[config.mk]
export PLATFORM = sky130hd
export DESIGN_NAME = memory_stage
export DESIGN_NICKNAME = d
export VERILOG_FILES = /design/src/hw/rv_pkg.sv /design/src/hw/memory_stage.sv
export SDC_FILE = /design/constraint.sdc
export NUM_CORES = 2
export LEC_CHECK = 0
export ABC_AREA = 1
export BUFFER_PORTS_ARGS = -buffer_cell sky130_fd_sc_hd__buf_2
export CORE_UTILIZATION = 40
export CTS_CLUSTER_DIAMETER = 80
export CTS_CLUSTER_SIZE = 10
export DETAILED_ROUTE_END_ITERATION = 16
export SLEW_MARGIN = 20
export SYNTH_ARGS = -nofsm -noshare
export SYNTH_HDL_FRONTEND = slang
export SYNTH_SLANG_ARGS = --single-unit
export TNS_END_PERCENT = 20
[constraint.sdc]
create_clock -name clk -period 1.5 [get_ports clk]
set_clock_uncertainty 0.2 [all_clocks]
set_input_delay 0 -clock clk [delete_from_list [all_inputs] [get_ports clk]]
set_output_delay 0 -clock clk [all_outputs]
set_load 0.02 [all_outputs]
[src/hw/rv_pkg.sv]
`default_nettype none

package rv_pkg;

    // data path width of the integer core.
    parameter int xlen = 32;

    typedef logic [4:0] reg_addr_t;

    // operations after decode. Anything not in the supported subset becomes op_nop.
    typedef enum logic [3:0] {
        op_nop,
        op_add,
        op_sub,
        op_and,
        op_or,
        op_addi,
        op_lw,
        op_sw,
        op_ebreak
    } op_e;

    // where an execute operand comes from.
    typedef enum logic [1:0] {
        fwd_reg,
        fwd_mem,
        fwd_wb
    } fwd_e;

endpackage

`default_nettype wire

[src/hw/memory_stage.sv]
`timescale 1ns/1ns
`default_nettype none

module memory_stage
    import rv_pkg::*;
#(
    parameter int dmem_depth = 64
) (
    input  logic            clk,
    input  logic            rst_n,
    input  logic            ex_valid,
    input  op_e             ex_op,
    input  reg_addr_t       ex_rd,
    input  logic [xlen-1:0] ex_result,
    input  logic [xlen-1:0] ex_store_data,
    output logic            wb_valid,
    output reg_addr_t       wb_rd,
    output logic [xlen-1:0] wb_data,
    output logic            done
);

    localparam int aw = $clog2(dmem_depth);

    logic [xlen-1:0] dmem [dmem_depth];
    logic [aw-1:0]   addr;
    logic [xlen-1:0] wb_next;

    // word addressed; the two low byte bits are dropped.
    assign addr = ex_result[aw+1:2];

    always_ff @(posedge clk) begin
        if (ex_valid && ex_op == op_sw) begin
            dmem[addr] <= ex_store_data;
        end
    end

    always_comb begin
        if (ex_op == op_sw) begin
            wb_next = ex_store_data;
        end else if (ex_rd == '0) begin
            wb_next = '0;
        end else if (ex_op == op_lw) begin
            wb_next = dmem[addr];
        end else begin
            wb_next = ex_result;
        end
    end

    always_ff @(posedge clk or negedge rst_n) begin
        if (!rst_n) begin
            wb_valid <= 1'b0;
            done     <= 1'b0;
        end else begin
            wb_valid <= ex_valid;
            if (ex_valid && ex_op == op_ebreak) begin
                done <= 1'b1;
            end
        end
    end

    // stores already arrive with rd zero from decode.
    always_ff @(posedge clk) begin
        wb_rd   <= ex_rd;
        wb_data <= wb_next;
    end

endmodule

`default_nettype wire

# Word-level counts from Yosys, hierarchy flattened
# Memories as Yosys holds them, arrays and structs flattened.
# Cells that the tools add are included.
# word_totals
regBits	39
inputBits	76
memories	1
latchBits	0
romBits	0
ram_bits	2048
# mem_list
memory	depth	word_bits	rd	rd_clocked_by_memory_dff	wr	line	rtl
dmem	64	32	1	0	1	memory_stage.sv:24	logic [xlen-1:0] dmem [dmem_depth];
# classes
n_shift	0
n_lt_le_gt_ge	0
bitwise_logic	0
n_eq_ne	3
mul	0
addsub	0
n_div	0
muxes	5
reduce_logical	3
# ops
operator	count
32-bit 2-to-1 mux	3
4-bit by 3-bit == test with 1-bit output, second input constant	2
5-bit logical NOT	1
4-bit == test, second input constant	1
1-bit logical AND	2
1-bit 2-to-1 mux	2

# Depth between registers and ports, before layout
# logic_depth
depth_word	4
depth_mapped	19
depth_no_buf	15

# Worst setup path before layout
# Ideal clock, no wire load.
# synth_timing
kind	input port to flip-flop
start	in ex_op[2]
end	mem dmem[14][0] (enable)
arrival_time_ns	2.456
path_slack_ns	-1.577
cell_stages	8
n_path_buf	0
t_required_ns	0.879
setup_ns	0.421
path_cell_list	inv_1 nor2_1 nand2_1 nor2_1 inv_1 nor2_1 nand3_1 nor2_1
# synth_between
elab_chain_len	4
# synth_rtl
element	line	rtl
start: declaration	memory_stage.sv:12	input op_e ex_op,
4-bit by 3-bit == test with 1-bit output	memory_stage.sv:32	if (ex_valid && ex_op == op_sw) begin
1-bit logical AND	memory_stage.sv:32	
1-bit 2-to-1 mux	memory_stage.sv:32	
1-bit 2-to-1 mux (not written as such)	memory_stage.sv:33	dmem[addr] <= ex_store_data;
end: declaration	memory_stage.sv:24	
# No other way between the ends.

# Final worst setup path
# layout_timing
start	in ex_op[0]
end	reg wb_data[23]
# layout_between
elab_chain_len	4
# layout_rtl
element	line	rtl
4-bit by 3-bit == test with 1-bit output	memory_stage.sv:42	end else if (ex_op == op_lw) begin
32-bit 2-to-1 mux	memory_stage.sv:42	
32-bit 2-to-1 mux	memory_stage.sv:40	end else if (ex_rd == '0) begin
32-bit 2-to-1 mux *	memory_stage.sv:38	if (ex_op == op_sw) begin
net wb_next[23]	memory_stage.sv:26	logic [xlen-1:0] wb_next;
end signal: assignment	memory_stage.sv:64	wb_data <= wb_next;
end: declaration	memory_stage.sv:18	output logic [xlen-1:0] wb_data,
# Mark *: on every way through the listed nets, which the timed path passes. The rest lies on a longest branch.
# A chain may end at the register's enable or synchronous reset.

==> flow_summary.ini <==
[status]
status = finished, violations left
violations_in_the_final_reports = hold timing, setup timing

[sta]
clock.fmax_mhz = 534
worst_slew_margin_rel = 0.454
period_share = 1.25
slew_viol_final = 0
final-setup-viol-count = 2096
period_needed_ps = 1870
max_slew.worst_pin.slew_ps = 818
number_of_endpoints_with_negative_hold_slack_in_the_final_report = 22
rsz_0062_raised_after_global_routing = true
setup_slack_after_layout_ps = -371
timing.hold.ws_ps = -793

[synth]
synth_sequential_area_ratio = 0.736
ys_dominant_reg_cell = edfxtp_1
synth-edff-count = 2048
synth.avg_cell_area_um2 = 11.2
synthesis.yosys.warnings = 0
synth_top_area_cell = edfxtp_1
post_synth_main_area_contributors = edfxtp_1 73%, nand2_1 16%, a21oi_1 4.4%
async_sr_flop_fraction = 0.000958
post_synthesis_net_count = 7629
synth_cells = 7553
synthDistinctLibCells = 24
synthTopCellsByCount = 3584 x nand2_1, 2048 x edfxtp_1, 746 x a21oi_1, 308 x o21ai_0, 214 x nor2_1
synth.cell_area_um2 = 84700
post-synth-top-count-cell = nand2_1
postSynthRegisterBits = 2087
synth_top_area_frac = 0.726

[placed_design]
port-buffer-count = 114
place_congestion = 0.928
post-place-cells = 10807
detailed_place_hpwl_um = 171000
placedInstanceArea_um2 = 96600

[global_routing]
grt_antenna_before_repair = 8
maximum_number_of_pins_on_one_net_before_global_route_repair = 66
groute.usage.overall = 0.258
first_global_vias = 57729
globalRoute.totalOverflow = 0
first_pass_grt_wire_length_um = 400000

[critical_path]
setup.worst_path.start_class = input pin
regToRegEndpoint = wb_data[25]
path_cells = buf_2, buf_4, dlygate4sd3_1, nor2_2, buf_6, nor2_1, dlygate4sd3_1, nor2_1, nand2_1, nand2_2
slowest_delay_ps = 700
critPathBufInv = 5
r2r-start = dmem[6][25]
critPathArrivalTime_ps = 2450
cp_slowest_cell = dlygate4sd3_1
worstPathRequired_ps = 2080
setup.reg_to_reg.worst_slack_ps = -320
critPathCaptureType = register
cp_depth = 10
r2r.worst_path.cells = 11
path_class = in2reg
worstPathMaxFanout = 12
critical-path-top-delay-family = buffers and inverters

[routing]
drtPass1Iterations = 7
post-route-drc-count = 0
drtAntennaViolNets = 0
route.detailed.vias_per_inst = 5.41
drt_iter0_drc = 7230
wirelength_um = 278000
wl_met2_um = 129000
routed-wl-met3_um = 25700
maxUsedRoutingLayer = met5
wl_per_cell_um = 24.6
met1Wirelength_um = 112000
dr_total_vias = 61162

[die]
core.rowCount = 168
die_area_um2 = 214000
ioPinCount = 115
die-width_um = 462
initial_core_utilization = 0.403
core_area_um2 = 210000
die_h_um = 462

[power]
total_leakage_power_uw = 0.0400
totalPowerFinal_uw = 124000
power.density_nw_per_um2 = 1160
max-vdd-ir-drop_mv = 1.10

[final_layout]
final_cells = 11312
fin_util = 0.507
area_delta_synth_final_pct = 25.7
final_net_count = 8452
fillCellCount = 17944
finish.instance_area_um2 = 106000
fraction_of_final_layout_cells_sized_beyond_drive_strength_1 = 0.196

[clocking]
tritoncts = yes
clk_latency_ps = 870
path_clk_slew_ps = 50
cts_made_buffers = 227
clk_path_buf_depth = 3
cts.sinks = 2087
clock-root-buffer = clkbuf_16
cts.htree.levels = 4

[min_path]
hold-path-endpoint = done
timing.hold.worst.class = in2reg
holdCritStartpoint = ex_op[3]
hold-path-cell-count = 2

[job]
drv_cap = 0
==> cell usage in the layout, fill, tap and decap left out, types with 94 or more instances in the layout <==
cell           count
nand2_1         3298
nor2_4            94
edfxtp_1        2048
buf_4            464
buf_12           266
nor2_1            97
o21ai_1          135
dlygate4sd3_1    148
a21oi_1          705
clkbuf_1         113
o21ai_0          169
clkbuf_16        229
nand2_2          236
==> metal layers <==
layer,vias up,GRT usage
li1,27300,-
met1,30247,0.358
met2,3032,0.411
met3,575,0.0406
met4,8,0.0900
met5,-,0
==> power by group <==
group | leakage [uW] | internal [uW] | switching (uW) | total (uW)
Combinational | 0.0182 | 3350 | 6220 | 9580
Sequential | 0.0187 | 64200 | 147 | 64300
Clock | 0.00304 | 27700 | 22200 | 50000
Total | 0.0400 | 95200 | 28600 | 124000
==> sequential cells by signal, indices dropped and copies added, names as in the netlist <==
signal,flops
wb_valid,1
wb_data,32
wb_rd,5
dmem,2048
done,1
==> cell families (layout without fill, tap and decap cells) <==
group / count (synthesis) / after routing / share of synthesized area
buf+inv: 493 / 1442 / 0.0249
other cells: 0 / 5 / 0
flops: 2087 / 2087 / 0.736
simple gates: 3906 / 3906 / 0.176
compound gates: 1067 / 1067 / 0.0631
==> repair_timing <==
action	CTS	global route
hold endpoints to repair	2270	65
cloned	0	2
resized for setup	391	400
setup buffers	0	3
pin swaps	115	306
hold buffers	151	4
endpoints found under the setup margin	71	2037
==> worst max-delay path by stage <==
stage	startpoint	end	slack (ps)
global route	dmem[51][8]	wb_data[8]	-380
global placement	ex_result[2]	wb_data[25]	-920
floorplan	ex_result[3]	dmem[20][0]	-980
detailed placement	ex_result[2]	wb_data[0]	-930
CTS	dmem[49][7]	wb_data[7]	-310
finish	ex_op[0]	wb_data[23]	-370
==> final cells by class <==
class,count,area (um2),area share
diodes,5,12.5,0.000118
flip-flops and latches,2087,62400,0.586
clock inverters,15,254,0.00239
multi-input cells,4973,22400,0.210
repair buffers,1016,11500,0.108
clock buffers,340,6100,0.0574
inverters,71,303,0.00285
well taps,2805,3510,0.0330
==> through the flow <==
stage | worst slack (ps) | TNS (ps)
after global routing | -385 | -143740
after detailed placement | -928 | -1259150
after floorplan | -975 | -1689740
after CTS | -307 | -118120
after global placement | -921 | -1197160
final | -371 | -198490
Power figures use the tool's default switching activity.
