==> src/hw/rv_pkg.sv <==
`default_nettype none

package rv_pkg;

    // data path width of the integer core.
    parameter int xlen = 32;

    typedef logic [4:0] reg_addr_t;

    // operations after decode. Anything not in the supported subset becomes op_nop.
    typedef enum logic [3:0] {
        op_nop,
        op_add,
        op_sub,
        op_and,
        op_or,
        op_addi,
        op_lw,
        op_sw,
        op_ebreak
    } op_e;

    // where an execute operand comes from.
    typedef enum logic [1:0] {
        fwd_reg,
        fwd_mem,
        fwd_wb
    } fwd_e;

endpackage

`default_nettype wire

==> src/hw/execute_stage.sv <==
`timescale 1ns/1ns
`default_nettype none

module execute_stage
    import rv_pkg::*;
(
    input  logic            clk,
    input  logic            rst_n,
    input  logic            id_valid,
    input  op_e             id_op,
    input  reg_addr_t       id_rd,
    input  reg_addr_t       id_rs1,
    input  reg_addr_t       id_rs2,
    input  logic [xlen-1:0] id_rs1_data,
    input  logic [xlen-1:0] id_rs2_data,
    input  logic [xlen-1:0] id_imm,
    input  logic            wb_valid,
    input  reg_addr_t       wb_rd,
    input  logic [xlen-1:0] wb_data,
    output logic            ex_valid,
    output op_e             ex_op,
    output reg_addr_t       ex_rd,
    output logic [xlen-1:0] ex_result,
    output logic [xlen-1:0] ex_store_data
);

    fwd_e            rs1_sel;
    fwd_e            rs2_sel;
    logic [xlen-1:0] op_a;
    logic [xlen-1:0] rs2_val;
    logic [xlen-1:0] op_b;
    logic [xlen-1:0] alu_result;

    // the younger result in EX/MEM wins over writeback. A load in EX/MEM still
    // holds its address there, and the load-use stall keeps it from being needed.
    function automatic fwd_e fwd_pick(input reg_addr_t rs);
        fwd_e sel;
        sel = fwd_reg;
        if (ex_valid && ex_rd != '0 && ex_rd == rs && ex_op != op_lw) begin
            sel = fwd_mem;
        end else if (wb_valid && wb_rd != '0 && wb_rd == rs) begin
            sel = fwd_wb;
        end
        return sel;
    endfunction

    function automatic logic [xlen-1:0] fwd_value(input fwd_e sel, input logic [xlen-1:0] rd);
        logic [xlen-1:0] value;
        case (sel)
            fwd_mem: value = ex_result;
            fwd_wb:  value = wb_data;
            default: value = rd;
        endcase
        return value;
    endfunction

    assign rs1_sel = fwd_pick(id_rs1);
    assign rs2_sel = fwd_pick(id_rs2);
    assign op_a    = fwd_value(rs1_sel, id_rs1_data);
    assign rs2_val = fwd_value(rs2_sel, id_rs2_data);
    assign op_b    = (id_op inside {op_addi, op_lw, op_sw}) ? id_imm : rs2_val;

    // loads and stores use the adder for their address.
    always_comb begin
        case (id_op)
            op_add, op_addi, op_lw, op_sw: alu_result = op_a + op_b;
            op_sub:                        alu_result = op_a - op_b;
            op_and:                        alu_result = op_a & op_b;
            op_or:                         alu_result = op_a | op_b;
            default:                       alu_result = '0;
        endcase
    end

    always_ff @(posedge clk or negedge rst_n) begin
        if (!rst_n) begin
            ex_valid <= 1'b0;
        end else begin
            ex_valid <= id_valid;
        end
    end

    always_ff @(posedge clk) begin
        ex_op         <= id_op;
        ex_rd         <= id_rd;
        ex_result     <= alu_result;
        ex_store_data <= rs2_val;
    end

endmodule

`default_nettype wire

==> config.mk <==
export PLATFORM = sky130hd
export DESIGN_NAME = execute_stage
export DESIGN_NICKNAME = d
export VERILOG_FILES = /design/src/hw/rv_pkg.sv /design/src/hw/execute_stage.sv
export SDC_FILE = /design/constraint.sdc
export NUM_CORES = 1
export LEC_CHECK = 0
export ABC_AREA = 1
export ABC_CLOCK_PERIOD_IN_PS = 8000
export BUFFER_PORTS_ARGS = -buffer_cell sky130_fd_sc_hd__buf_2
export CORE_MARGIN = 1
export CORE_UTILIZATION = 56
export DETAILED_ROUTE_END_ITERATION = 10
export HOLD_SLACK_MARGIN = 0.12
export PLACE_DENSITY = 0.95
export SETUP_SLACK_MARGIN = 0.05
export SLEW_MARGIN = 10
export SYNTH_ARGS = -nofsm -noshare
export SYNTH_HDL_FRONTEND = slang
export SYNTH_SLANG_ARGS = --single-unit
==> constraint.sdc <==
create_clock -name clk -period 8 [get_ports clk]
set_input_delay 1.6 -clock clk [delete_from_list [all_inputs] [get_ports clk]]
set_output_delay 1.6 -clock clk [all_outputs]
set_load 0.02 [all_outputs]
* After elaboration in Yosys (flattened, before gate mapping)
Index checks and enable logic that the tools add are counted.
Widths: inputs -> output; s select.
** Cells by class
- Add/sub/neg operators :: 2
- Eq/ne operators :: 16
- Multiplexer cells :: 8
- Bitwise operators :: 2
- Reductions and logical operators :: 12
** Operators with widths (number)
- $pmux 32 s2 :: 2
- $pmux 32 s4 :: 1
- $add 32x32->32 :: 1
- $and 32x32->32 :: 1
- $mux 32 :: 1
- $or 32x32->32 :: 1
- $sub 32x32->32 :: 1
- $eq 5x5->1 :: 4
- $eq 4x3->1 const B :: 4
- $reduce_bool 5->1 :: 2
- $eq 4x2->1 const B :: 2
- $logic_and 1x1->1 :: 8
- $mux 2 :: 4
- $eq 2x1->1 const B :: 2
- $eq 2x2->1 const B :: 2
- $eq 4x1->1 const B :: 1
- $ne 4x3->1 const B :: 1
- $reduce_or 4->1 :: 1
- $reduce_bool 3->1 :: 1
** Word-level totals
- Bits in registers :: 74
- Bits of input ports :: 156

* Logic depth before layout (Yosys ltp)
- Depth in word-level cells :: 10
- Depth in mapped cells :: 33

* Worst setup path before layout
No wires, ideal clock.
- Kind :: input to register
- Start :: input port id_rs2[4]
- End :: register ex_result[20]
- Arrival time :: 5.193 ns
- Required time :: 7.877 ns
- Slack :: 2.684 ns
- Stages :: 26
- Path buffers :: 1
- Path through :: xor2_1 > nor2_1 > nand3_4 > inv_4 > buf_2 > nand2_1 > nand4_1 > nand2_1 > ha_1 > inv_1 > o21ai_0 > fa_1 > inv_1 > nand2_1 > nand2_1 > nand2_1 > nand2_1 > nand2_1 > a21oi_1 > a31oi_1 > o21ai_0 > a21boi_0 > o21a_1 > or2_2 > nand3_1 > nand3_1
** On the way
- Longest elaborated chain between the ends :: 9
** Ends and longest elaborated chain
- from (decl) :: RTL line execute_stage.sv:13 : input reg_addr_t id_rs2,
- $eq 5x5->1, on equally long branches :: RTL line execute_stage.sv:41, execute_stage.sv:39
- $logic_and 1x1->1, on equally long branches :: RTL line execute_stage.sv:41, execute_stage.sv:39
- $mux 2 or $logic_and 1x1->1 (tied branches) :: RTL line execute_stage.sv:41, execute_stage.sv:39
- $mux 2 (*) :: RTL line execute_stage.sv:39 : if (ex_valid && ex_rd != '0 && ex_rd == rs && ex_op != op_lw) begin
- $eq 2x2->1 or $eq 2x1->1 (tied branches) :: RTL line execute_stage.sv:49 : case (sel)
- $pmux 32 s2 (*) :: RTL line execute_stage.sv:49
- $mux 32 (*) :: RTL line execute_stage.sv:61 : assign op_b = (id_op inside {op_addi, op_lw, op_sw}) ? id_imm : rs2_val;
- $sub 32x32->32, or another cell as far along :: RTL line execute_stage.sv:67 : op_sub: alu_result = op_a - op_b;
- $pmux 32 s4 (*) :: RTL line execute_stage.sv:65 : case (id_op)
- via alu_result[20] :: RTL line execute_stage.sv:32 : logic [xlen-1:0] alu_result;
- to (signal assigned) :: RTL line execute_stage.sv:85 : ex_result <= alu_result;
- to (decl) :: RTL line execute_stage.sv:23 : output logic [xlen-1:0] ex_result,
The timed path passes the listed nets; every way through them passes the cells marked *.

* Final worst setup path
- Start :: input port wb_rd[0]
- End :: register ex_result[22]
** On the way
- Longest elaborated chain between the ends :: 10
** Ends and longest elaborated chain
- from (decl) :: RTL line execute_stage.sv:18 : input reg_addr_t wb_rd,
- $reduce_bool 5->1 :: RTL line execute_stage.sv:41 : end else if (wb_valid && wb_rd != '0 && wb_rd == rs) begin
- $logic_and 1x1->1 (2 in a row) :: RTL line execute_stage.sv:41
- $mux 2 :: RTL line execute_stage.sv:41
- $mux 2 :: RTL line execute_stage.sv:39
- $eq 2x2->1 or $eq 2x1->1 (tied branches) :: RTL line execute_stage.sv:49
- $pmux 32 s2 :: RTL line execute_stage.sv:49
- $mux 32 :: RTL line execute_stage.sv:61
- $sub 32x32->32, or another cell as far along :: RTL line execute_stage.sv:67
- $pmux 32 s4 (*) :: RTL line execute_stage.sv:65
- via alu_result[22] :: RTL line execute_stage.sv:32
Marks and branches as above.

==> flow_summary_export.csv <==
group,metric,value,unit
clocking,post_cts.repair.setup_buffers,0,
sta,setup_tns,0,ns
placed_design,dpl.cell_count,1503,
die,pin_count,230,
clocking,cts-root-buf,"clkbuf_16",
layout,layout.cells.most_common_list,"265 x nand2_1, 229 x buf_2, 157 x nand3_1, 138 x nor2_1, 99 x inv_1",
die,initial_core_utilization,57.7,%
yosys,asyncSetResetFlopFracSynth,1.35,%
layout,areaGrowthSynthToFinish,22.1,%
layout,layoutNonFillerInstCount,1520,
yosys,yosysWarnings,0,
layout,design_area,8510,µm²
clocking,htreeDepth,3,
sta,final.setup_skew,0.00818,ns
clocking,cts-buffers-inserted,9,
worst_setup_path,rr_startpoint,"ex_rd[4]",
yosys,synth_largest_area_cell,"dfxtp_1",
worst_setup_path,critical_path_endpoint,"ex_result[22]",
die,fp.coreArea,12100,µm²
worst_setup_path,r2r_setup_slack,2.68,ns
layout,design.final.nets,1537,
worst_setup_path,r2r.worst_path.cells,26,
drt,drt-pass1-iter-count,7,
worst_setup_path,startpoint_to_endpoint_class_of_the_critical_path,"primary input to flop",
global_route,global_route.usage.total,40.9,%
drt,postRouteWirelength,26900,µm
sta,timing.fmax,0.156,GHz
clocking,cts_hold_buffers,0,
yosys,post_synth_inst_count,1137,
sta,timing.final.crit_share,80.2,%
yosys,synthDistinctLibCells,54,
worst_setup_path,crit_path_end_kind,"flop",
clocking,max-clock-path-buffers,2,
layout,most_frequent_standard_cell_in_the_layout_excluding_fill_and_tap_cells,"nand2_1",
placed_design,dp.final_hpwl,20700,µm
clocking,clock_latency,0.35,ns
power,peakVddDrop,0.000104,V
yosys,post_synth_main_area_contributors,"dfxtp_1 21%, nand2_1 14%, nand3_1 11%, nor2_1 7.5%, ha_1 6.1%",
worst_setup_path,critPathMostFrequentCell,"nand2_1",
worst_setup_path,critical_path_peak_fanout,33,
placed_design,placed_cell_area,8210,µm²
global_route,grt_antenna_before_repair,1,
yosys,synth-main-ff-cell,"dfxtp_1",
layout,sequential_cell_area,1490,µm²
worst_setup_path,crit_path_max_incr_delay,0.62,ns
clocking,cts_resized,0,
yosys,yosysSeqAreaShare,21.3,%
sta,slew_violations,0,
flow_run,maxCapViolations,0,
die,die_y,114,µm
sta,rsz0062_at_grt,"false",
layout,n_fill_cell,1063,
die,row_count,40,
power,power.leakage,4.36,nW
sta,final.min_clock_period,6.41,ns
clocking,cts_tree,"yes",
worst_setup_path,endpoint_of_the_lowest_slack_register_to_register_path,"ex_result[22]",
layout,post_route_cells_drive_above_1_share,23.2,%
global_route,pin_count_of_the_biggest_net_entering_global_routing,39,
worst_setup_path,timing.critical_path.arrival,6.65,ns
clocking,clkSlewWorstSetupHoldPaths,0.06,ns
global_route,grt_remaining_overflow,0,
drt,drt_iter0_drc,1443,
layout,multiInputGateArea,4890,µm²
drt,wl_per_cell,17.7,µm
sta,maxSlewHeadroom,31.5,%
die,die-width,114,µm
status,outcome,"completed",
die,total_die_area,12900,µm²
min_path,holdCritPathClass,"flop to flop",
worst_setup_path,worst-endpoint-required,8.24,ns
drt,average_via_count_per_standard_cell,5.99,
yosys,syn_avg_cell_area,6.13,µm²
power,power_per_cell_area,176,nW/µm²
sta,hold_ws,0.546,ns
placed_design,detailedPlace.worstSlack,1.38,ns
placed_design,port-buffer-count,229,
worst_setup_path,crit_start,"wb_rd[0]",
global_route,grt_pass1_wl,41000,µm
clocking,clock_sinks,74,
yosys,synth-edff-count,0,
drt,drtAntennaViolNets,0,
worst_setup_path,critPathLaunchType,"primary input",
placed_design,routability_congestion_estimate_from_global_placement,1.04,
sta,fin_ws,1.59,ns
yosys,synth_top_cell_area_share,21.0,%
sta,setup_viol,0,
drt,remaining_drc_errors,0,
sta,finalHoldViolations,0,
yosys,yosys_register_bits,74,
yosys,synth.cell_area,6960,µm²
yosys,syn_nets,1328,
global_route,first_global_vias,8058,
worst_setup_path,worst_path_max_delay_cell,"nand3_2",
sta,worst-slew-pin-transition,1.03,ns
drt,detailroute.via_count,9099,
## state kept, by name, indices dropped and copies added (netlist names)
register,count
ex_result,32
ex_store_data,32
ex_rd,5
ex_op,4
ex_valid,1
## cell type report
| type | instances | area share (%) |
|---|---|---|
| flip-flops and latches | 74 | 17.5 |
| clock inverters | 5 | 0.647 |
| well taps | 168 | 2.47 |
| diodes | 1 | 0.0294 |
| repair buffers | 239 | 14.4 |
| inverters | 104 | 4.62 |
| clock buffers | 11 | 2.85 |
| multi-input cells | 918 | 57.5 |
## cell families after synthesis
kind of cell             count (synthesis)  share of synthesized area (%)
multiplexers                             1                          0.323
buffers and inverters                  145                           8.53
AND/OR/NAND/NOR                        646                           41.7
flip-flops                              74                           21.3
adder cells (fa/ha/maj)                 35                           6.40
XOR/XNOR                                45                           5.66
AO/OA/AOI/OAI                          191                           16.1
## Yosys cell counts (16+ instances only)
| cell type | n |
|---|---|
| ha_1 | 34 |
| clkbuf_1 | 25 |
| o22ai_1 | 25 |
| o21ai_0 | 61 |
| xor2_1 | 29 |
| a21oi_1 | 57 |
| nand2_1 | 265 |
| nand3_1 | 157 |
| nor2_1 | 140 |
| inv_1 | 99 |
| dfxtp_1 | 73 |
| xnor2_1 | 16 |
## report_power, final
part	internal [mW]	switching (mW)
combinational	0.214	0.414
clock	0.249	0.170
sequential	0.413	0.0349
total	0.876	0.619
## metrics by stage
| step | util [%] | power [mW] |
|---|---|---|
| finish | 70.5 | 1.50 |
| global placement | 68.0 | 1.05 |
| CTS | 70.5 | 1.47 |
| floorplan | - | 0.850 |
| global route | 70.5 | 1.56 |
| detailed placement | 68.0 | 1.06 |
## worst min path at each step
stage | startpoint | end | slack [ns] | cells after the start
2_1_floorplan | ex_result[0] | ex_store_data[0] | 0.59 | 2
3_3_place_gp | ex_result[1] | ex_store_data[1] | 0.50 | 2
3_5_place_dp | ex_result[28] | ex_store_data[28] | 0.52 | 2
4_1_cts | ex_result[1] | ex_store_data[1] | 0.53 | 2
5_1_grt | ex_result[1] | ex_store_data[1] | 0.56 | 2
6_report | ex_result[28] | ex_store_data[28] | 0.55 | 2
## metal layers
metal  share of wire (%)  track usage (%)  up-vias  wire length (µm)
li1                    -                -     4231                 -
met1                  39             54.1     4022             10400
met2                  44             64.6      736             11800
met3                  14             9.09      110              3670
met4                 3.8             16.1        0              1020
met5                   0                0        -                 0
## critical path: cells and delay by family
| family | cells | cell delay [ns] |
|---|---|---|
| AO/OA/AOI/OAI | 6 | 1.52 |
| XOR/XNOR | 1 | 0.19 |
| adder cells (fa/ha/maj) | 2 | 0.73 |
| buffers and inverters | 3 | 0.27 |
| AND/OR/NAND/NOR | 17 | 2.33 |
Note: power is estimated with default switching activity, not from simulation.
