File: src/hw/rv_pkg.sv
`default_nettype none

package rv_pkg;

    // data path width of the integer core.
    parameter int xlen = 32;

    typedef logic [4:0] reg_addr_t;

    // operations after decode. Anything not in the supported subset becomes op_nop.
    typedef enum logic [3:0] {
        op_nop,
        op_add,
        op_sub,
        op_and,
        op_or,
        op_addi,
        op_lw,
        op_sw,
        op_ebreak
    } op_e;

    // where an execute operand comes from.
    typedef enum logic [1:0] {
        fwd_reg,
        fwd_mem,
        fwd_wb
    } fwd_e;

endpackage

`default_nettype wire

File: src/hw/reg_file.sv
`timescale 1ns/1ns
`default_nettype none

module reg_file
    import rv_pkg::*;
(
    input  logic            clk,
    input  logic            rst_n,
    input  reg_addr_t       rs1,
    input  reg_addr_t       rs2,
    input  logic            we,
    input  reg_addr_t       wd_addr,
    input  logic [xlen-1:0] wd_data,
    output logic [xlen-1:0] rs1_data,
    output logic [xlen-1:0] rs2_data
);

    logic [xlen-1:0] regs [32];

    always_ff @(posedge clk or negedge rst_n) begin
        if (!rst_n) begin
            for (int i = 0; i < 32; i++) begin
                regs[i] <= '0;
            end
        end else if (we && wd_addr != '0) begin
            regs[wd_addr] <= wd_data;
        end
    end

    // the value being written this cycle is passed straight to a matching read.
    always_comb begin
        if (rs1 == '0) begin
            rs1_data = '0;
        end else if (we && wd_addr == rs1) begin
            rs1_data = wd_data;
        end else begin
            rs1_data = regs[rs1];
        end
        if (rs2 == '0) begin
            rs2_data = '0;
        end else if (we && wd_addr == rs2) begin
            rs2_data = wd_data;
        end else begin
            rs2_data = regs[rs2];
        end
    end

endmodule

`default_nettype wire

File: src/hw/hazard_unit.sv
`timescale 1ns/1ns
`default_nettype none

module hazard_unit
    import rv_pkg::*;
(
    input  logic      if_valid,
    input  reg_addr_t rs1,
    input  reg_addr_t rs2,
    input  logic      uses_rs2,
    input  logic      ex_is_load,
    input  reg_addr_t ex_rd,
    output logic      stall
);

    logic rs1_hit;
    logic rs2_hit;

    // a load result only exists after the memory stage, so its consumer
    // in decode must wait one cycle. Every other dependency is forwarded.
    assign rs1_hit = rs1 == ex_rd;
    assign rs2_hit = uses_rs2 && (rs2 == ex_rd);

    always_comb begin
        stall = 1'b0;
        if (if_valid && ex_is_load && ex_rd != '0) begin
            stall = rs1_hit || rs2_hit;
        end
    end

endmodule

`default_nettype wire

File: src/hw/decode_stage.sv
`timescale 1ns/1ns
`default_nettype none

module decode_stage
    import rv_pkg::*;
(
    input  logic            clk,
    input  logic            rst_n,
    input  logic            if_valid,
    input  logic [xlen-1:0] if_instr,
    input  logic            wb_valid,
    input  reg_addr_t       wb_rd,
    input  logic [xlen-1:0] wb_data,
    output logic            stall,
    output logic            halt,
    output logic            id_valid,
    output op_e             id_op,
    output reg_addr_t       id_rd,
    output reg_addr_t       id_rs1,
    output reg_addr_t       id_rs2,
    output logic [xlen-1:0] id_rs1_data,
    output logic [xlen-1:0] id_rs2_data,
    output logic [xlen-1:0] id_imm
);

    logic [6:0]      opcode;
    logic [2:0]      funct3;
    logic [6:0]      funct7;
    op_e             dec_op;
    reg_addr_t       dec_rd;
    reg_addr_t       rs1;
    reg_addr_t       rs2;
    logic [xlen-1:0] dec_imm;
    logic            uses_rs2;
    logic            writes_rd;
    logic [xlen-1:0] rs1_data;
    logic [xlen-1:0] rs2_data;
    logic            ex_is_load;
    logic            halt_q;

    assign opcode = if_instr[6:0];
    assign funct3 = if_instr[14:12];
    assign funct7 = if_instr[31:25];
    assign rs1    = if_instr[19:15];
    assign rs2    = if_instr[24:20];

    always_comb begin
        dec_op = op_nop;
        case (opcode)
            7'b0110011: begin
                if (funct7 == 7'b0000000 && funct3 == 3'b000) begin
                    dec_op = op_add;
                end else if (funct7 == 7'b0100000 && funct3 == 3'b000) begin
                    dec_op = op_sub;
                end else if (funct7 == 7'b0000000 && funct3 == 3'b111) begin
                    dec_op = op_and;
                end else if (funct7 == 7'b0000000 && funct3 == 3'b110) begin
                    dec_op = op_or;
                end
            end
            7'b0010011: if (funct3 == 3'b000) dec_op = op_addi;
            7'b0000011: if (funct3 == 3'b010) dec_op = op_lw;
            7'b0100011: if (funct3 == 3'b010) dec_op = op_sw;
            7'b1110011: if (if_instr == 32'h0010_0073) dec_op = op_ebreak;
            default: dec_op = op_nop;
        endcase
    end

    assign uses_rs2  = dec_op inside {op_add, op_sub, op_and, op_or, op_sw};
    assign writes_rd = dec_op inside {op_add, op_sub, op_and, op_or, op_addi, op_lw};

    // instructions without a destination carry rd zero, so nothing forwards from them.
    assign dec_rd  = writes_rd ? if_instr[11:7] : '0;
    assign dec_imm = (dec_op == op_sw) ?
                     {{20{if_instr[31]}}, if_instr[31:25], if_instr[11:7]} :
                     {{20{if_instr[31]}}, if_instr[31:20]};

    reg_file i_reg_file (
        .clk      (clk),
        .rst_n    (rst_n),
        .rs1      (rs1),
        .rs2      (rs2),
        .we       (wb_valid),
        .wd_addr  (wb_rd),
        .wd_data  (wb_data),
        .rs1_data (rs1_data),
        .rs2_data (rs2_data)
    );

    // the instruction now in execute is the one held in ID/EX.
    assign ex_is_load = id_valid && id_op == op_lw;

    hazard_unit i_hazard_unit (
        .if_valid   (if_valid),
        .rs1        (rs1),
        .rs2        (rs2),
        .uses_rs2   (uses_rs2),
        .ex_is_load (ex_is_load),
        .ex_rd      (id_rd),
        .stall      (stall)
    );

    // fetch must stop as soon as EBREAK shows up, and stay stopped.
    assign halt = halt_q || (if_valid && dec_op == op_ebreak);

    always_ff @(posedge clk or negedge rst_n) begin
        if (!rst_n) begin
            id_valid <= 1'b0;
            halt_q   <= 1'b0;
        end else begin
            id_valid <= if_valid && !stall;
            if (if_valid && dec_op == op_ebreak) begin
                halt_q <= 1'b1;
            end
        end
    end

    always_ff @(posedge clk) begin
        id_op       <= dec_op;
        id_rd       <= dec_rd;
        id_rs1      <= rs1;
        id_rs2      <= rs2;
        id_rs1_data <= rs1_data;
        id_rs2_data <= rs2_data;
        id_imm      <= dec_imm;
    end

endmodule

`default_nettype wire

File: config.mk
export PLATFORM = sky130hd
export DESIGN_NAME = decode_stage
export DESIGN_NICKNAME = d
export VERILOG_FILES = /design/src/hw/rv_pkg.sv /design/src/hw/reg_file.sv /design/src/hw/hazard_unit.sv /design/src/hw/decode_stage.sv
export SDC_FILE = /design/constraint.sdc
export NUM_CORES = 2
export LEC_CHECK = 0
export ABC_AREA = 1
export BUFFER_PORTS_ARGS = -buffer_cell sky130_fd_sc_hd__clkbuf_2
export CORE_MARGIN = 2
export CORE_UTILIZATION = 35
export CTS_BUF_LIST = sky130_fd_sc_hd__clkbuf_16
export DETAILED_ROUTE_END_ITERATION = 10
export PLACE_DENSITY_LB_ADDON = 0.08
export SLEW_MARGIN = 20
export SYNTH_ARGS = -nofsm -noshare
export SYNTH_HDL_FRONTEND = slang
export SYNTH_SLANG_ARGS = --single-unit
File: constraint.sdc
create_clock -name clk -period 2 [get_ports clk]
set_input_delay 0.1 -clock clk [delete_from_list [all_inputs] [get_ports clk]]
set_output_delay 0.1 -clock clk [all_outputs]
set_load 0.01 [all_outputs]
# [Word-level counts from Yosys, hierarchy flattened]
# Index checks and enable logic that the tools add are counted.
[op_classes] reduce_logical=25 eq_ne=23 bitwise_logic=3 n_mux=22 order_cmp=4
[ops] op="$bwmux W1024" count=1
[ops] op="$bmux W32 S5" count=2
[ops] op="$mux W32" count=7
[ops] op="$demux W32 S5" count=1
[ops] op="$eq A32 B21 Y1 const B" count=1
[ops] op="$eq A7 B6 Y1 const B" count=3
[ops] op="$mux W3" count=7
[ops] op="$eq A4 B3 Y1 const B" count=5
[ops] op="$eq A5 B5 Y1" count=4
[ops] op="$pmux W4 S5" count=1
[ops] op="$ge A6 B6 Y1 const B" count=3
[ops] op="$not A5 Y6" count=3
[ops] op="$reduce_bool A5 Y1" count=3
[ops] op="$logic_and A1 B1 Y1" count=14
[ops] op="$logic_not A5 Y1" count=2
[ops] op="$eq A4 B2 Y1 const B" count=2
[ops] op="$eq A7 B2 Y1 const B" count=1
[ops] op="$eq A7 B5 Y1 const B" count=1
[ops] op="$eq A7 B7 Y1 const B" count=1
[ops] op="$logic_not A7 Y1" count=1
[ops] op="$eq A3 B3 Y1 const B" count=2
[ops] op="$lt A6 B1 Y1 const B" count=1
[ops] op="$reduce_bool A6 Y1" count=1
[ops] op="$mux W5" count=1
[ops] op="other kinds (8)" count=9
[word_totals] in_bits=73 reg_bits=1121 out_inout_bits=118

# [Longest topological paths before layout]
[depth] depth_word=14 ltp_mapped=13 ltp_nobuf=13

# [Modules after synthesis]
# From an unflattened synthesis, not the netlist that was laid out.
[hier_totals] cells_unflattened=9099 hier_area_um2=62314.8
[by_module_without_submodules] mod="reg_file" cells_per_inst=8815 area_per_inst_um2=59400.7 instances=1
[by_module_without_submodules] mod="decode_stage" cells_per_inst=232 area_per_inst_um2=2703.8 instances=1
[by_module_without_submodules] mod="hazard_unit" cells_per_inst=52 area_per_inst_um2=210.2 instances=1

# [Worst setup path after synthesis]
# Ideal clock, no wire load.
[synth_timing] path_kind="input to register" from="input port wb_rd[1]" to="register i_reg_file.regs[38] in the netlist's numbering" setup_slack_ns=0.518 setup_ns=0.133 cell_stages=7 required_time_ns=1.867 path_buffers=2 t_arrival_ns=1.349 cell_sequence="clkbuf_1 inv_1 nor2_1 nand2_1 nor2_1 clkbuf_1 a21oi_1"
[synth_via] elab_chain_len=6 elab_cells_between_ends=9
[synth_rtl] item="start, declared" line_no="decode_stage.sv:12" text="input reg_addr_t wb_rd,"
[synth_rtl] item="$not A5 Y6 (not written as such)" line_no="reg_file.sv:26" text="regs[wd_addr] <= wd_data;"
[synth_rtl] item="$ge A6 B6 Y1 (not written as such) or $lt A6 B1 Y1 (tied branches)" line_no="reg_file.sv:26"
[synth_rtl] item="$logic_and A1 B1 Y1 (not written as such)" line_no="reg_file.sv:26"
[synth_rtl] item="$mux W32 (not written as such)" line_no="reg_file.sv:26"
[synth_rtl] item="$demux W32 S5" line_no="reg_file.sv:26"
[synth_rtl] item="$bwmux W1024" line_no="reg_file.sv:26"
[synth_rtl] item="end signal, assigned by index" line_no="reg_file.sv:26"
[synth_rtl] item="end, declared" line_no="reg_file.sv:18" text="logic [xlen-1:0] regs [32];"
# Several ways; a longest one is shown, not always the timed one.
# A chain may end at the register's enable or synchronous reset.

# [Worst setup path in the final report]
[layout_timing] from="register id_rd[0]" to="output port stall"
[layout_via] elab_chain_len=4 elab_cells_between_ends=7
[layout_rtl] item="start, declared" line_no="decode_stage.sv:18" text="output reg_addr_t id_rd,"
[layout_rtl] item="start signal, assigned" line_no="decode_stage.sv:120" text="id_rd <= dec_rd;"
[layout_rtl] item="$eq A5 B5 Y1" line_no="hazard_unit.sv:22" text="assign rs2_hit = uses_rs2 && (rs2 == ex_rd);"
[layout_rtl] item="$logic_and A1 B1 Y1" line_no="hazard_unit.sv:22"
[layout_rtl] item="$logic_or A1 B1 Y1" line_no="hazard_unit.sv:27" text="stall = rs1_hit || rs2_hit;"
[layout_rtl] item="$mux W1 (*)" line_no="hazard_unit.sv:26" text="if (if_valid && ex_is_load && ex_rd != '0) begin"
[layout_rtl] item="end, declared" line_no="decode_stage.sv:14" text="output logic stall,"
# Every way passes the cells marked *; elsewhere a longest branch is shown, timed or not.

==> summary.md <==
| Metric | Value |
|---|---|
| CTS tree | done |
| Cell accounting for the most synthesized area | sky130_fd_sc_hd__dfrtp_1 |
| Failing checks | hold timing, setup timing |
| CP Launch Type | flip-flop |
| Number of optimization iterations in the first detailed-route pass | 8 |
| Run status | finished, violations left |
| Total Neg Setup Slack | -0.2425 ns |
| Slew at the pin closest to its max-slew limit | 0.7134 ns |
| Pwr/cell area | 962.1 nW/µm² |
| Total half-perimeter wirelength after legalization and detailed placement | 168700 µm |
| Pin count of the biggest net entering global routing | 116 |
| GR Overflow Total | 0 |
| Count of cell types in the netlist | 36 |
| Placed Instances | 9595 |
| Chip width | 407.7 µm |
| Synth area leaders | sky130_fd_sc_hd__dfrtp_1, sky130_fd_sc_hd__o21ai_0, sky130_fd_sc_hd__nand2_1, sky130_fd_sc_hd__a21oi_1, sky130_fd_sc_hd__clkbuf_1 |
| Mapped Avg Cell Area | 7.644 µm² |
| Fraction of registers with async set/reset | 0.9153 |
| Routed len/inst | 26.70 µm |
| Layout Nets | 7724 |
| Peak clock frequency supported by timing | 0.4459 GHz |
| CTS Buffer Depth | 3 |
| Largest stage delay on the critical path | 0.36 ns |
| Core region area | 162200 µm² |
| Cell count after synthesis | 7462 |
| Die ar. | 166200 µm² |
| Fraction of layout cells with a size suffix above 1 | 0.1198 |
| Initial antenna violation count | 8 |
| Clock transition at the registers of the reported paths | 0.05 ns |
| Worst min-delay path category | input port to flip-flop |
| Max Clock Skew | 0.03842 ns |
| Ordered cell list for the critical path | buf_6, xnor2_2, o221ai_1, nand3b_1, a21boi_2, buf_2 |
| Main synth FF type | sky130_fd_sc_hd__dfrtp_1 |
| Most frequent cells in the layout | sky130_fd_sc_hd__o21ai_0, sky130_fd_sc_hd__nand2_1, sky130_fd_sc_hd__dfrtp_1 |
| Global-route total usage across every layer | 0.3140 |
| Post-Route WL | 265400 µm |
| Slowest CP cell | sky130_fd_sc_hd__dfxtp_4 |
| Gp weighted congestion | 0.8765 |
| Fin worst setup slack | -0.2425 ns |
| Number of input and output port buffers inserted | 190 |
| Total number of clock tree sinks | 1121 |
| Most common cell after layout, fill and taps aside | sky130_fd_sc_hd__o21ai_0 |
| Number of pins exceeding their max-slew limit in the final report | 0 |
| Area growth, synth to finish | 22.36% |
| Number of rows in the core area | 148 |
| Overall die height | 407.7 µm |
| Hold Path Stages | 6 |
| Maximum resistive drop on vdd | 947.5 µV |
| Static leakage power | 31.10 nW |
| Hold Worst Slack | -0.05054 ns |
| Antenna-violating nets left | 0 |
| Initial standard-cell utilization of the core | 0.3516 |
| I/O pin total | 191 |
| Count of vias placed by the detailed router | 57050 |
| Category of the most critical setup path | flip-flop to primary output |
| Non-filler cells in the finished layout | 9942 |
| H-tree depth | 4 |
| Synth Register Bits | 1121 |
| Data arrival time of the critical path | 2.14 ns |
| Number of max-cap violations | 0 |
| Number of global-route vias before repair | 53700 |
| Synthesized net count | 7535 |
| Vias per cell | 5.738 |
| Worst slew margin relative to its limit | 0.5244 |
| Number of warnings reported in the yosys synthesis log | 0 |
| Final core utilization | 0.4303 |
| Post-route minimum period | 2.243 ns |
| CP endpoint kind | primary output |
| Number of cells traversed by the worst register-to-register path | 9 |
| Count of endpoints failing hold in the final timing report | 3 |
| Period utilization | 1.121 |
| # DRC | 0 |
| Req. time, crit path | 1.90 ns |
| Netlist Area Pre-Place | 57040 µm² |
| Number of clock buffers inserted by TritonCTS | 139 |
| Worst skew pair latency | 0.81 ns |
| Unrepaired setup endpoints after global routing | yes |
| Peak fanout along the critical path | 3 |
| Final setup viols | 1 |
| Root buf cell | sky130_fd_sc_hd__clkbuf_16 |
| Global-route wire length before repair | 387700 µm |
| Starting DRT DRC Count | 6355 |
| EDFF count, synth | 0 |
| Fraction of the yosys area taken by sequential cells | 0.4834 |
| Fraction of post-synthesis cell area in the top cell type by area | 0.4501 |
repair_timing:
action / 4_1_cts / 5_1_grt
endpoints found under the hold margin: 1660 / 5
pin swaps: 3 / 1
buffers inserted: 4 / 0
gates resized for setup: 19 / 6
hold buffers: 86 / 5
endpoints found under the setup margin: 1 / 13
synthesized netlist by cell type, types with 3 or more instances:
library cell / n
sky130_fd_sc_hd__inv_2: 9
sky130_fd_sc_hd__o211ai_1: 212
sky130_fd_sc_hd__dfrtp_1: 1026
sky130_fd_sc_hd__a31oi_1: 3
sky130_fd_sc_hd__nand3b_1: 3
sky130_fd_sc_hd__a221oi_1: 5
sky130_fd_sc_hd__nor3_1: 16
sky130_fd_sc_hd__nand4_1: 34
sky130_fd_sc_hd__nand2_1: 1527
sky130_fd_sc_hd__nor4_1: 4
sky130_fd_sc_hd__nor2_1: 487
sky130_fd_sc_hd__clkbuf_1: 568
sky130_fd_sc_hd__nor3_2: 3
sky130_fd_sc_hd__buf_1: 43
sky130_fd_sc_hd__o21ai_0: 1755
sky130_fd_sc_hd__inv_1: 402
sky130_fd_sc_hd__o21ai_1: 7
sky130_fd_sc_hd__buf_2: 84
sky130_fd_sc_hd__o221ai_1: 75
sky130_fd_sc_hd__nor2_2: 3
sky130_fd_sc_hd__o22ai_1: 79
sky130_fd_sc_hd__clkinv_1: 3
sky130_fd_sc_hd__dfxtp_1: 95
sky130_fd_sc_hd__o2111ai_1: 47
sky130_fd_sc_hd__a22oi_1: 72
sky130_fd_sc_hd__a21oi_1: 584
sky130_fd_sc_hd__buf_4: 20
sky130_fd_sc_hd__o31ai_1: 22
sky130_fd_sc_hd__nand3_1: 255
sky130_fd_sc_hd__a211oi_1: 10
sky130_fd_sc_hd__xnor2_1: 3
sequential cells by signal, summed over array words and instances (netlist names):
| name | cells |
|---|---|
| halt_q | 1 |
| i_reg_file.regs | 1024 |
| id_imm | 12 |
| id_op | 4 |
| id_rd | 5 |
| id_rs1 | 5 |
| id_rs1_data | 32 |
| id_rs2 | 5 |
| id_rs2_data | 32 |
| id_valid | 1 |
per-stage QoR:
step	setup WS (ns)	hold slack, ns	area [µm²]	power [mW]
detailed placement	-0.1317	0.02254	64380	42.01
floorplan	0.5175	-0.1956	57040	36.55
global route	-0.2853	0.001858	69790	70.61
global placement	-0.1597	0.02233	64380	41.78
finish	-0.2425	-0.05054	69800	67.15
CTS	-0.2691	0.001843	69780	67.46
where the power goes:
part | internal, mW | switching (mW) | total, mW
clock | 14.4 | 10.8 | 25.2
combinational | 4.66 | 7.69 | 12.3
sequential | 26.7 | 2.86 | 29.6
total | 45.8 | 21.3 | 67.2
cell families after synthesis:
kind of cell           synth area share
buffers and inverters           0.07745
XOR/XNOR                      0.0006143
flip-flops                       0.4834
AO/OA/AOI/OAI                    0.2765
AND/OR/NAND/NOR                  0.1620
layout make-up:
type                            count  area, µm²
Antenna cell                        3      7.507
Timing Repair Buffer              763       8038
Tap cell                         2175       2721
Sequential cell                  1121      27590
Clock buffer                      140       3503
Fill cell                       16520      92420
Inverter                          414       1594
Multi-Input combinational cell   5212      25400
Clock inverter                    114      947.2
path summary, 6_finish.rpt:
check	startpoint	end	slack [ns]
min	if_instr[2]	id_imm[3]	-0.05
max reg2reg	i_reg_file.regs[674]	id_rs1_data[2]	0.18
min reg2reg	i_reg_file.regs[1011]	i_reg_file.regs[1011]	0.39
min in group asynchronous	rst_n	i_reg_file.regs[503]	0.04
max	id_rd[0]	stall	-0.24
max in group asynchronous	rst_n	i_reg_file.regs[306]	1.03
layer usage:
| metal | track usage | wire, µm | up-vias |
|---|---|---|---|
| met3 | 0.05134 | 21000 | 462 |
| met5 | 0 | 22 | - |
| li1 | - | - | 25860 |
| met1 | 0.4422 | 117200 | 27970 |
| met2 | 0.4884 | 117900 | 2759 |
| met4 | 0.1072 | 9279 | 4 |
critical path, delay by kind of cell (launching register included):
kind	cells	cell delay, ns
XOR/XNOR	1	0.11
AO/OA/AOI/OAI	2	0.33
buffers and inverters	2	0.28
flip-flops	1	0.36
AND/OR/NAND/NOR	1	0.29
Power figures use the tool's default switching activity.
